===== src/design/font_glyphs.mem =====
18
3C
66
66
7E
66
66
00
3C
66
C0
C0
C0
66
3C
00
FE
C0
C0
FC
C0
C0
FE
00
FE
C0
C0
FC
C0
C0
C0
00
7C
C6
C0
7C
06
C6
7C
00


===== src/design/display_pkg.sv =====
//////////////////////////////////////////////////////////////////////
// 640x480 raster timing constants and the screen position struct
// imported by the timing stage and every stage that reads position
//////////////////////////////////////////////////////////////////////

package display_pkg;

    localparam int unsigned cordw = 10;  // covers 0..1023, enough for 800 and 525

    // horizontal, in pixels
    localparam logic [cordw-1:0] h_res      = cordw'(640);  // last active + 1
    localparam logic [cordw-1:0] h_fp_end   = cordw'(656);  // hsync goes low here
    localparam logic [cordw-1:0] h_sync_end = cordw'(752);  // 96 pixel sync pulse
    localparam logic [cordw-1:0] h_total    = cordw'(800);

    // vertical, in lines
    localparam logic [cordw-1:0] v_res        = cordw'(480);
    localparam logic [cordw-1:0] v_sync_start = cordw'(490);
    localparam logic [cordw-1:0] v_sync_end   = cordw'(492);  // two line pulse
    localparam logic [cordw-1:0] v_total      = cordw'(525);

    // one raster position with everything decoded from it
    typedef struct packed {
        logic [cordw-1:0] sx;
        logic [cordw-1:0] sy;
        logic             de;     // active area
        logic             hsync;  // active low
        logic             vsync;  // active low
        logic             line;   // pulse at sx == h_res
        logic             frame;  // pulse at (0,0)
    } screen_pos_t;

    // value held while in reset, syncs inactive
    localparam screen_pos_t pos_idle = '{sx: '0, sy: '0, de: 1'b0, hsync: 1'b1,
                                         vsync: 1'b1, line: 1'b0, frame: 1'b0};

endpackage


===== src/design/sprite_pkg.sv =====
//////////////////////////////////////////////////////////////////////
// font, sprite placement and starfield constants plus the colour type
//////////////////////////////////////////////////////////////////////

package sprite_pkg;

    // glyph rom
    localparam int unsigned font_width      = 8;  // pixels per row, also rom word width
    localparam int unsigned font_height     = 8;  // rows per glyph
    localparam int unsigned font_glyphs     = 5;  // stored in order A C E F S
    localparam int unsigned font_rom_depth  = font_glyphs * font_height;
    localparam int unsigned font_addr_width = $clog2(font_rom_depth);
    localparam              font_file       = "/design/src/design/font_glyphs.mem";

    // sprite placement, fixed at build time
    localparam int unsigned spr_x     = 192;  // left edge
    localparam int unsigned spr_y     = 112;  // top edge
    localparam int unsigned spr_scale = 32;   // same factor on both axes
    localparam int unsigned spr_size  = font_width * spr_scale;  // 256 square
    localparam int unsigned spr_glyph = 3;    // 'F'

    // 4 bits per channel
    typedef struct packed {
        logic [3:0] r;
        logic [3:0] g;
        logic [3:0] b;
    } rgb_t;

    localparam rgb_t spr_colour = '{r: 4'hF, g: 4'hC, b: 4'h0};  // orange

    // galois lfsr, x^21 + x^19 + 1
    localparam int unsigned lfsr_width = 21;
    localparam logic [lfsr_width-1:0] lfsr_taps = 21'h140000;

    // per layer settings, index 0 has the highest priority
    localparam int unsigned sf_layers = 3;
    localparam logic [lfsr_width-1:0] sf_seed [sf_layers] = '{21'h9A9A9, 21'hA9A9A, 21'h1FFFFF};
    localparam logic [lfsr_width-1:0] sf_mask [sf_layers] = '{21'hFFF, 21'hFFF, 21'h7FF};
    localparam int sf_inc [sf_layers] = '{-1, -2, -4};  // drift per frame, in pixels

endpackage


===== src/design/display_timings.sv =====
//////////////////////////////////////////////////////////////////////
// stage 1, raster position counter with registered sync and strobes
//////////////////////////////////////////////////////////////////////

`timescale 1ns/1ps

module display_timings
    import display_pkg::*;
(
    input  logic        clk_pix,
    input  logic        rst_n,
    output screen_pos_t pos
);

    logic             run;    // low until the first edge after reset
    logic [cordw-1:0] x_nxt;
    logic [cordw-1:0] y_nxt;

    // next position, (0,0) on the first cycle out of reset
    always_comb begin
        x_nxt = '0;
        y_nxt = '0;
        if (run) begin
            if (pos.sx == h_total - 1'b1) begin  // end of line
                x_nxt = '0;
                if (pos.sy == v_total - 1'b1) begin
                    y_nxt = '0;  // end of frame
                end else begin
                    y_nxt = pos.sy + 1'b1;
                end
            end else begin
                x_nxt = pos.sx + 1'b1;
                y_nxt = pos.sy;
            end
        end
    end

    // decode from the next position so every field lines up with sx, sy
    always_ff @(posedge clk_pix) begin
        if (!rst_n) begin
            run <= 1'b0;
            pos <= pos_idle;
        end else begin
            run       <= 1'b1;
            pos.sx    <= x_nxt;
            pos.sy    <= y_nxt;
            pos.de    <= (x_nxt < h_res) && (y_nxt < v_res);
            pos.hsync <= !((x_nxt >= h_fp_end) && (x_nxt < h_sync_end));
            pos.vsync <= !((y_nxt >= v_sync_start) && (y_nxt < v_sync_end));
            pos.line  <= (x_nxt == h_res);  // start of horizontal blanking
            pos.frame <= (x_nxt == '0) && (y_nxt == '0);
        end
    end

endmodule


===== src/design/font_rom.sv =====
//////////////////////////////////////////////////////////////////////
// glyph row rom, one 8 pixel row per read, one cycle latency
//////////////////////////////////////////////////////////////////////

`timescale 1ns/1ps

module font_rom
    import sprite_pkg::*;
(
    input  logic                       clk_pix,
    input  logic [font_addr_width-1:0] addr,  // glyph * font_height + row
    output logic [font_width-1:0]      data   // msb is the leftmost pixel
);

    logic [font_width-1:0] mem [font_rom_depth];

    initial begin
        $readmemh(font_file, mem);  // one hex row per line
    end

    // registered read, maps onto block ram
    always_ff @(posedge clk_pix) begin
        data <= mem[addr];
    end

endmodule


===== src/design/sprite.sv =====
//////////////////////////////////////////////////////////////////////
// stage 2a, scaled glyph sprite, fetches one rom row per line in
// horizontal blanking and outputs a registered pixel bit
//////////////////////////////////////////////////////////////////////

`timescale 1ns/1ps

module sprite
    import display_pkg::*;
    import sprite_pkg::*;
(
    input  logic                       clk_pix,
    input  logic                       rst_n,
    input  screen_pos_t                pos,
    output logic [font_addr_width-1:0] rom_addr,
    input  logic [font_width-1:0]      rom_data,
    output logic                       pix        // one cycle after pos
);

    localparam int unsigned rep_bits = $clog2(spr_scale);
    localparam int unsigned row_bits = $clog2(font_height);

    localparam logic [cordw-1:0]           x0     = cordw'(spr_x);
    localparam logic [cordw-1:0]           x_end  = cordw'(spr_x + spr_size);
    localparam logic [cordw-1:0]           y0     = cordw'(spr_y);
    localparam logic [font_addr_width-1:0] g_base = font_addr_width'(spr_glyph * font_height);

    typedef enum logic {
        st_idle,  // above or below the sprite
        st_draw   // current line crosses the sprite
    } spr_state_t;

    spr_state_t            state;
    spr_state_t            state_nxt;
    logic [row_bits-1:0]   row;        // glyph row being drawn
    logic [row_bits-1:0]   row_nxt;
    logic [rep_bits-1:0]   rep;        // line within the scaled row
    logic [rep_bits-1:0]   rep_nxt;
    logic                  line_d;     // rom data valid
    logic [font_width-1:0] row_buf;    // latched glyph row
    logic [font_width-1:0] shift;      // msb is the pixel on screen
    logic [rep_bits-1:0]   px_cnt;     // pixel within the scaled column
    logic                  in_x;
    logic                  load;

    // vertical tracking, only moves on the line strobe
    always_comb begin
        state_nxt = state;
        row_nxt   = row;
        rep_nxt   = rep;
        if (pos.line) begin
            case (state)
                st_idle: begin
                    if (pos.sy == y0 - 1'b1) begin  // next line is the top edge
                        state_nxt = st_draw;
                        row_nxt   = '0;
                        rep_nxt   = '0;
                    end
                end
                st_draw: begin
                    if (rep == '1) begin  // row shown spr_scale times
                        rep_nxt = '0;
                        if (row == '1) begin
                            state_nxt = st_idle;  // bottom edge passed
                        end else begin
                            row_nxt = row + 1'b1;
                        end
                    end else begin
                        rep_nxt = rep + 1'b1;
                    end
                end
                default: state_nxt = st_idle;
            endcase
        end
    end

    // fetch slot is the line strobe, row for the coming line
    assign rom_addr = pos.line ? g_base + font_addr_width'(row_nxt) : '0;

    assign in_x = (pos.sx >= x0) && (pos.sx < x_end);
    assign load = (pos.sx == x0 - 1'b1);  // one pixel ahead of the left edge

    always_ff @(posedge clk_pix) begin
        if (!rst_n) begin
            state  <= st_idle;
            row    <= '0;
            rep    <= '0;
            line_d <= 1'b0;
            px_cnt <= '0;
            pix    <= 1'b0;
        end else begin
            state  <= state_nxt;
            row    <= row_nxt;
            rep    <= rep_nxt;
            line_d <= pos.line;
            if (load) begin
                px_cnt <= '0;
            end else if (in_x) begin
                px_cnt <= px_cnt + 1'b1;  // wraps every spr_scale pixels
            end
            pix <= (state == st_draw) && in_x && shift[font_width-1];
        end
    end

    // row data, no reset needed
    always_ff @(posedge clk_pix) begin
        if (line_d) begin
            row_buf <= rom_data;
        end
        if (load) begin
            shift <= row_buf;
        end else if (in_x && px_cnt == '1) begin
            shift <= shift << 1;  // next glyph column
        end
    end

endmodule


===== src/design/starfield.sv =====
//////////////////////////////////////////////////////////////////////
// stage 2b, one starfield layer from a galois lfsr that restarts a
// little short of a full frame so the stars drift left
//////////////////////////////////////////////////////////////////////

`timescale 1ns/1ps

module starfield
    import display_pkg::*;
    import sprite_pkg::*;
#(
    parameter int unsigned layer = 0  // index into the package arrays
) (
    input  logic        clk_pix,
    input  logic        rst_n,
    input  screen_pos_t pos,
    output logic        star_on,  // one cycle after pos
    output logic [7:0]  star
);

    localparam int frame_cycles = int'(h_total) * int'(v_total);  // 420000
    localparam int cntw         = $clog2(frame_cycles);
    localparam logic [cntw-1:0]       cnt_load = cntw'(frame_cycles + sf_inc[layer] - 1);
    localparam logic [lfsr_width-1:0] seed     = sf_seed[layer];
    localparam logic [lfsr_width-1:0] mask     = sf_mask[layer];

    logic [lfsr_width-1:0] lfsr;
    logic [cntw-1:0]       cnt;     // cycles to the next restart
    logic                  synced;  // first frame strobe seen
    logic                  run;

    assign run = synced | pos.frame;  // held at the seed until (0,0)

    always_ff @(posedge clk_pix) begin
        if (!rst_n) begin
            synced  <= 1'b0;
            cnt     <= cnt_load;
            lfsr    <= seed;
            star_on <= 1'b0;
        end else begin
            synced <= run;
            if (run) begin
                if (cnt == '0) begin  // wrap, frame minus drift
                    cnt  <= cnt_load;
                    lfsr <= seed;
                end else begin
                    cnt  <= cnt - 1'b1;
                    lfsr <= lfsr[0] ? (lfsr >> 1) ^ lfsr_taps : lfsr >> 1;
                end
            end
            star_on <= (lfsr & mask) == mask;  // all masked bits set
        end
    end

    // brightness from bits outside every mask
    always_ff @(posedge clk_pix) begin
        star <= lfsr[lfsr_width-1 -: 8];
    end

endmodule


===== src/design/space_f_top.sv =====
//////////////////////////////////////////////////////////////////////
// space 'F' top level, timing, glyph sprite over three starfields,
// registered 12-bit vga colour and syncs two cycles after position
//////////////////////////////////////////////////////////////////////

`timescale 1ns/1ps

module space_f_top
    import display_pkg::*;
    import sprite_pkg::*;
(
    input  logic clk_pix,
    input  logic rst_n,
    output logic vga_hsync,
    output logic vga_vsync,
    output rgb_t vga_rgb
);

    screen_pos_t                        pos;        // stage 1 out
    screen_pos_t                        pos_d;      // aligned with stage 2
    logic [font_addr_width-1:0]         font_addr;
    logic [font_width-1:0]              font_data;
    logic                               spr_pix;
    logic [sf_layers-1:0]               sf_on;
    logic [sf_layers-1:0][7:0]          sf_star;
    logic [3:0]                         starlight;
    rgb_t                               colour;

    display_timings u_timings (
        .clk_pix,
        .rst_n,
        .pos
    );

    font_rom u_font_rom (
        .clk_pix,
        .addr (font_addr),
        .data (font_data)
    );

    sprite u_sprite (
        .clk_pix,
        .rst_n,
        .pos,
        .rom_addr (font_addr),
        .rom_data (font_data),
        .pix      (spr_pix)
    );

    for (genvar i = 0; i < sf_layers; i++) begin : g_sf
        starfield #(.layer(i)) u_starfield (
            .clk_pix,
            .rst_n,
            .pos,
            .star_on (sf_on[i]),
            .star    (sf_star[i])
        );
    end

    // colour mux, sprite over stars, layer 0 over 1 over 2
    always_comb begin
        starlight = 4'h0;
        if (sf_on[0]) begin
            starlight = sf_star[0][7:4];
        end else if (sf_on[1]) begin
            starlight = sf_star[1][7:4];
        end else if (sf_on[2]) begin
            starlight = sf_star[2][7:4];
        end
        colour = '0;  // black in blanking
        if (pos_d.de) begin
            colour = spr_pix ? spr_colour : '{r: starlight, g: starlight, b: starlight};
        end
    end

    always_ff @(posedge clk_pix) begin
        if (!rst_n) begin
            pos_d     <= pos_idle;
            vga_rgb   <= '0;
            vga_hsync <= 1'b1;
            vga_vsync <= 1'b1;
        end else begin
            pos_d     <= pos;          // match the stage 2 register
            vga_rgb   <= colour;
            vga_hsync <= pos_d.hsync;
            vga_vsync <= pos_d.vsync;
        end
    end

endmodule


===== config.mk =====
export PLATFORM = sky130hd
export DESIGN_NAME = space_f_top
export DESIGN_NICKNAME = d
export VERILOG_FILES = /design/src/design/display_pkg.sv /design/src/design/sprite_pkg.sv /design/src/design/display_timings.sv /design/src/design/font_rom.sv /design/src/design/sprite.sv /design/src/design/starfield.sv /design/src/design/space_f_top.sv
export SDC_FILE = /design/constraint.sdc
export NUM_CORES = 1
export LEC_CHECK = 0
export ABC_AREA = 0
export BUFFER_PORTS_ARGS = -buffer_cell sky130_fd_sc_hd__buf_2
export CELL_PAD_IN_SITES_DETAIL_PLACEMENT = 0
export CELL_PAD_IN_SITES_GLOBAL_PLACEMENT = 1
export CORE_UTILIZATION = 52
export CTS_CLUSTER_DIAMETER = 200
export DETAILED_ROUTE_END_ITERATION = 8
export GPL_TIMING_DRIVEN = 0
export PLACE_DENSITY = 0.83
export SLEW_MARGIN = 20
export SYNTH_ARGS = -nofsm -noshare
export SYNTH_HDL_FRONTEND = slang
export SYNTH_SLANG_ARGS = --single-unit

===== constraint.sdc =====
create_clock -name clk_pix -period 6.86 [get_ports clk_pix]
set_input_delay 1.372 -clock clk_pix [delete_from_list [all_inputs] [get_ports clk_pix]]
set_output_delay 1.372 -clock clk_pix [all_outputs]
set_load 0.05 [all_outputs]

==> impl_metrics.json <==
{
  "dp_cells": 982,
  "synthTopCellsByArea": "dfxtp_1, nand2_1, xnor2_1",
  "drtAntennaViolNets": 0,
  "synthSimpleGateAreaFrac": 0.275,
  "synth_top_cell_by_area": "dfxtp_1",
  "tightest_slew_ns": 0.737,
  "cpMaxStageDelayCell": "clkbuf_1",
  "layout_commonest_cell": "dfxtp_1",
  "grt-ovfl-total": 0,
  "holdBufCountCts": 0,
  "period_needed_ns": 2.75,
  "synth_flop_cell": "dfxtp_1",
  "start_util": 0.531,
  "worstSetupStartpointType": "primary input",
  "design.die.area_um2": 13900,
  "maxSlewViolCount": 0,
  "crit_buf_inv": 3,
  "holdWs_ns": 0.368,
  "max_freq_mhz": 364,
  "synth-adder-area-share": 0.0107,
  "area_growth_pct": 13.5,
  "cts_buffers": 17,
  "relSlewSlack": 0.504,
  "syn_nets": 799,
  "setup_tns_ns": 0,
  "wl_per_cell_um": 13.0,
  "cts_resized": 0,
  "netlist_instances": 791,
  "rows": 42,
  "clk_pin_slew_ns": 0.06,
  "place_congestion": 0.795,
  "synth-xor-area-share": 0.0925,
  "cp-end-kind": "register",
  "cpMostUsedCell": "clkbuf_1",
  "fin_skew_ns": 0.0104,
  "place.port_buffers": 15,
  "viasPerCell": 5.27,
  "drive_gt1_frac": 0.106,
  "synth_top_family_by_area": "simple AND/OR/NAND/NOR gates",
  "n_antenna_cell": 0,
  "timing.critical_path.required_ns": 7.16,
  "seq_area_frac_synth": 0.492,
  "yosysWarningCount": 0,
  "status": "completed",
  "insertion_delay_ns": 0.41,
  "die_w_um": 118,
  "die_h_um": 118,
  "cpPeakStageDelay_ns": 0.52,
  "hold_viol": 0,
  "grt_pass1_vias": 5067,
  "fin_crit_sh": 0.401,
  "vias": 5336,
  "crit_family": "buffers and inverters",
  "grt_usage": 0.204,
  "hold_class": "register to register",
  "core_region_area_um2": 13200,
  "stdcell_count": 1013,
  "hpwl_um": 9270,
  "cts_tree": "done",
  "criticalPathCategory": "primary input to register",
  "p_leak_nw": 3.04,
  "power.density_nw_per_um2": 286,
  "rsz0062_at_grt": "no",
  "wl_um": 13200,
  "synthDistinctLibCells": 60,
  "grt_max_degree": 17,
  "muxShareOfSynthArea": 0.00464,
  "antenna_found_initial": 0,
  "syn_area_um2": 7010,
  "syn_area_per_cell_um2": 8.86,
  "cts_setup_buffers": 0,
  "vdd.ir_drop.worst_mv": 0.172,
  "synth_seq_cells": 172,
  "drc_errors": 0,
  "synth_compound_area_frac": 0.0838,
  "num_io_pins": 16,
  "cp_max_fo": 10,
  "nets": 833,
  "drt_iter0_markers": 310,
  "cts_num_sinks": 172,
  "synth-edff-count": 0,
  "finalSetupViolations": 0,
  "cts-root-buf": "clkbuf_16",
  "cts.path.max_buffers": 2,
  "maxCapViolations": 0,
  "worstPathCellList": "buf_2 > clkbuf_1 > clkbuf_1 > nand2_1 > o22a_1",
  "synth_top_area_frac": 0.492,
  "critPathArrivalTime_ns": 3.05,
  "final_cell_mix": "dfxtp_1, nand2_1, nor2_1",
  "synthArstFlopShare": 0,
  "ctsHtreeMaxLevel": 4,
  "grt_pass1_wl_um": 23300,
  "drt_pass1_iterations": 5
}
[layer usage]
layer,up-vias,track usage,wire length [um]
li1,2748,-,-
met1,2523,0.272,6520
met3,2,0.0523,389
met2,63,0.331,6240
met5,-,0,0
met4,0,0.0489,44
[final cells by class]
| type | count | area, um^2 |
|---|---|---|
| Multi-Input combinational cell | 560 | 3270 |
| Tap cell | 176 | 220 |
| Timing Repair Buffer | 15 | 75.1 |
| Inverter | 14 | 52.6 |
| Sequential cell | 172 | 3440 |
| Fill cell | 1204 | 5240 |
| Clock buffer | 23 | 498 |
| Buffer | 45 | 243 |
| Clock inverter | 8 | 154 |
[state kept, by name, indices dropped and copies added, names as in the netlist]
register and flops:
u_timings.pos 24, u_timings.run 1, vga_rgb 4, g_sf.u_starfield.synced 3, g_sf.u_starfield.star_on 3, pos_d 3
vga_hsync 1, g_sf.u_starfield.star 12, g_sf.u_starfield.lfsr 63, vga_vsync 1, g_sf.u_starfield.cnt 57
[logic make-up (layout without fill, tap and decap cells)]
logic type / after synthesis / count (layout)
compound gates: 80 / 80
mux: 3 / 3
buf+inv: 59 / 105
fa+ha+maj: 6 / 6
simple gates: 397 / 397
flops: 172 / 172
xor+xnor: 74 / 74
[power by group]
part / total, W / switching (W) / internal, W
clock: 0.00103 / 0.000372 / 0.000659
combinational: 0.000143 / 0.0000841 / 0.0000588
sequential: 0.00110 / 0.0000396 / 0.00106
total: 0.00227 / 0.000496 / 0.00178
[per-stage QoR]
step           utilization  power, W  setup slack, ns  instance area, um^2
6_report             0.603   0.00227             4.11                 7950
5_1_grt              0.603   0.00237             3.96                 7950
4_1_cts              0.603   0.00230             4.07                 7950
3_5_place_dp         0.554   0.00126             3.60                 7300
3_3_place_gp         0.554   0.00126             3.61                 7300
2_1_floorplan            -   0.00122             4.37                 7010
[synthesized netlist by cell type, types with 11 or more instances]
master	instances
dfxtp_1	172
nand2_1	137
nor2_1	86
nand3_1	52
xnor2_1	48
xor2_1	26
a22o_1	20
clkbuf_1	19
nor3_1	19
nor4_1	19
inv_1	14
nand4_1	14
a21oi_1	13
and2_1	12
buf_4	12
nor2b_1	11
[final timing paths]
| kind | startpoint | endpoint | slack (ns) | cells past startpoint |
|---|---|---|---|---|
| setup reg to reg | u_timings.pos[15]$_SDFF_PN0_ | u_timings.pos[2]$_SDFF_PN1_ | 4.31 | 9 |
| hold / removal | g_sf[0].u_starfield.lfsr[18]$_SDFFE_PN0P_ | g_sf[0].u_starfield.star[5]$_DFF_P_ | 0.37 | 0 |
| setup / recovery | rst_n | g_sf[0].u_starfield.lfsr[7]$_SDFFE_PN1P_ | 4.11 | 5 |
| hold reg to reg | g_sf[0].u_starfield.lfsr[18]$_SDFFE_PN0P_ | g_sf[0].u_starfield.star[5]$_DFF_P_ | 0.37 | 0 |
(Power assumes the default switching activity.)
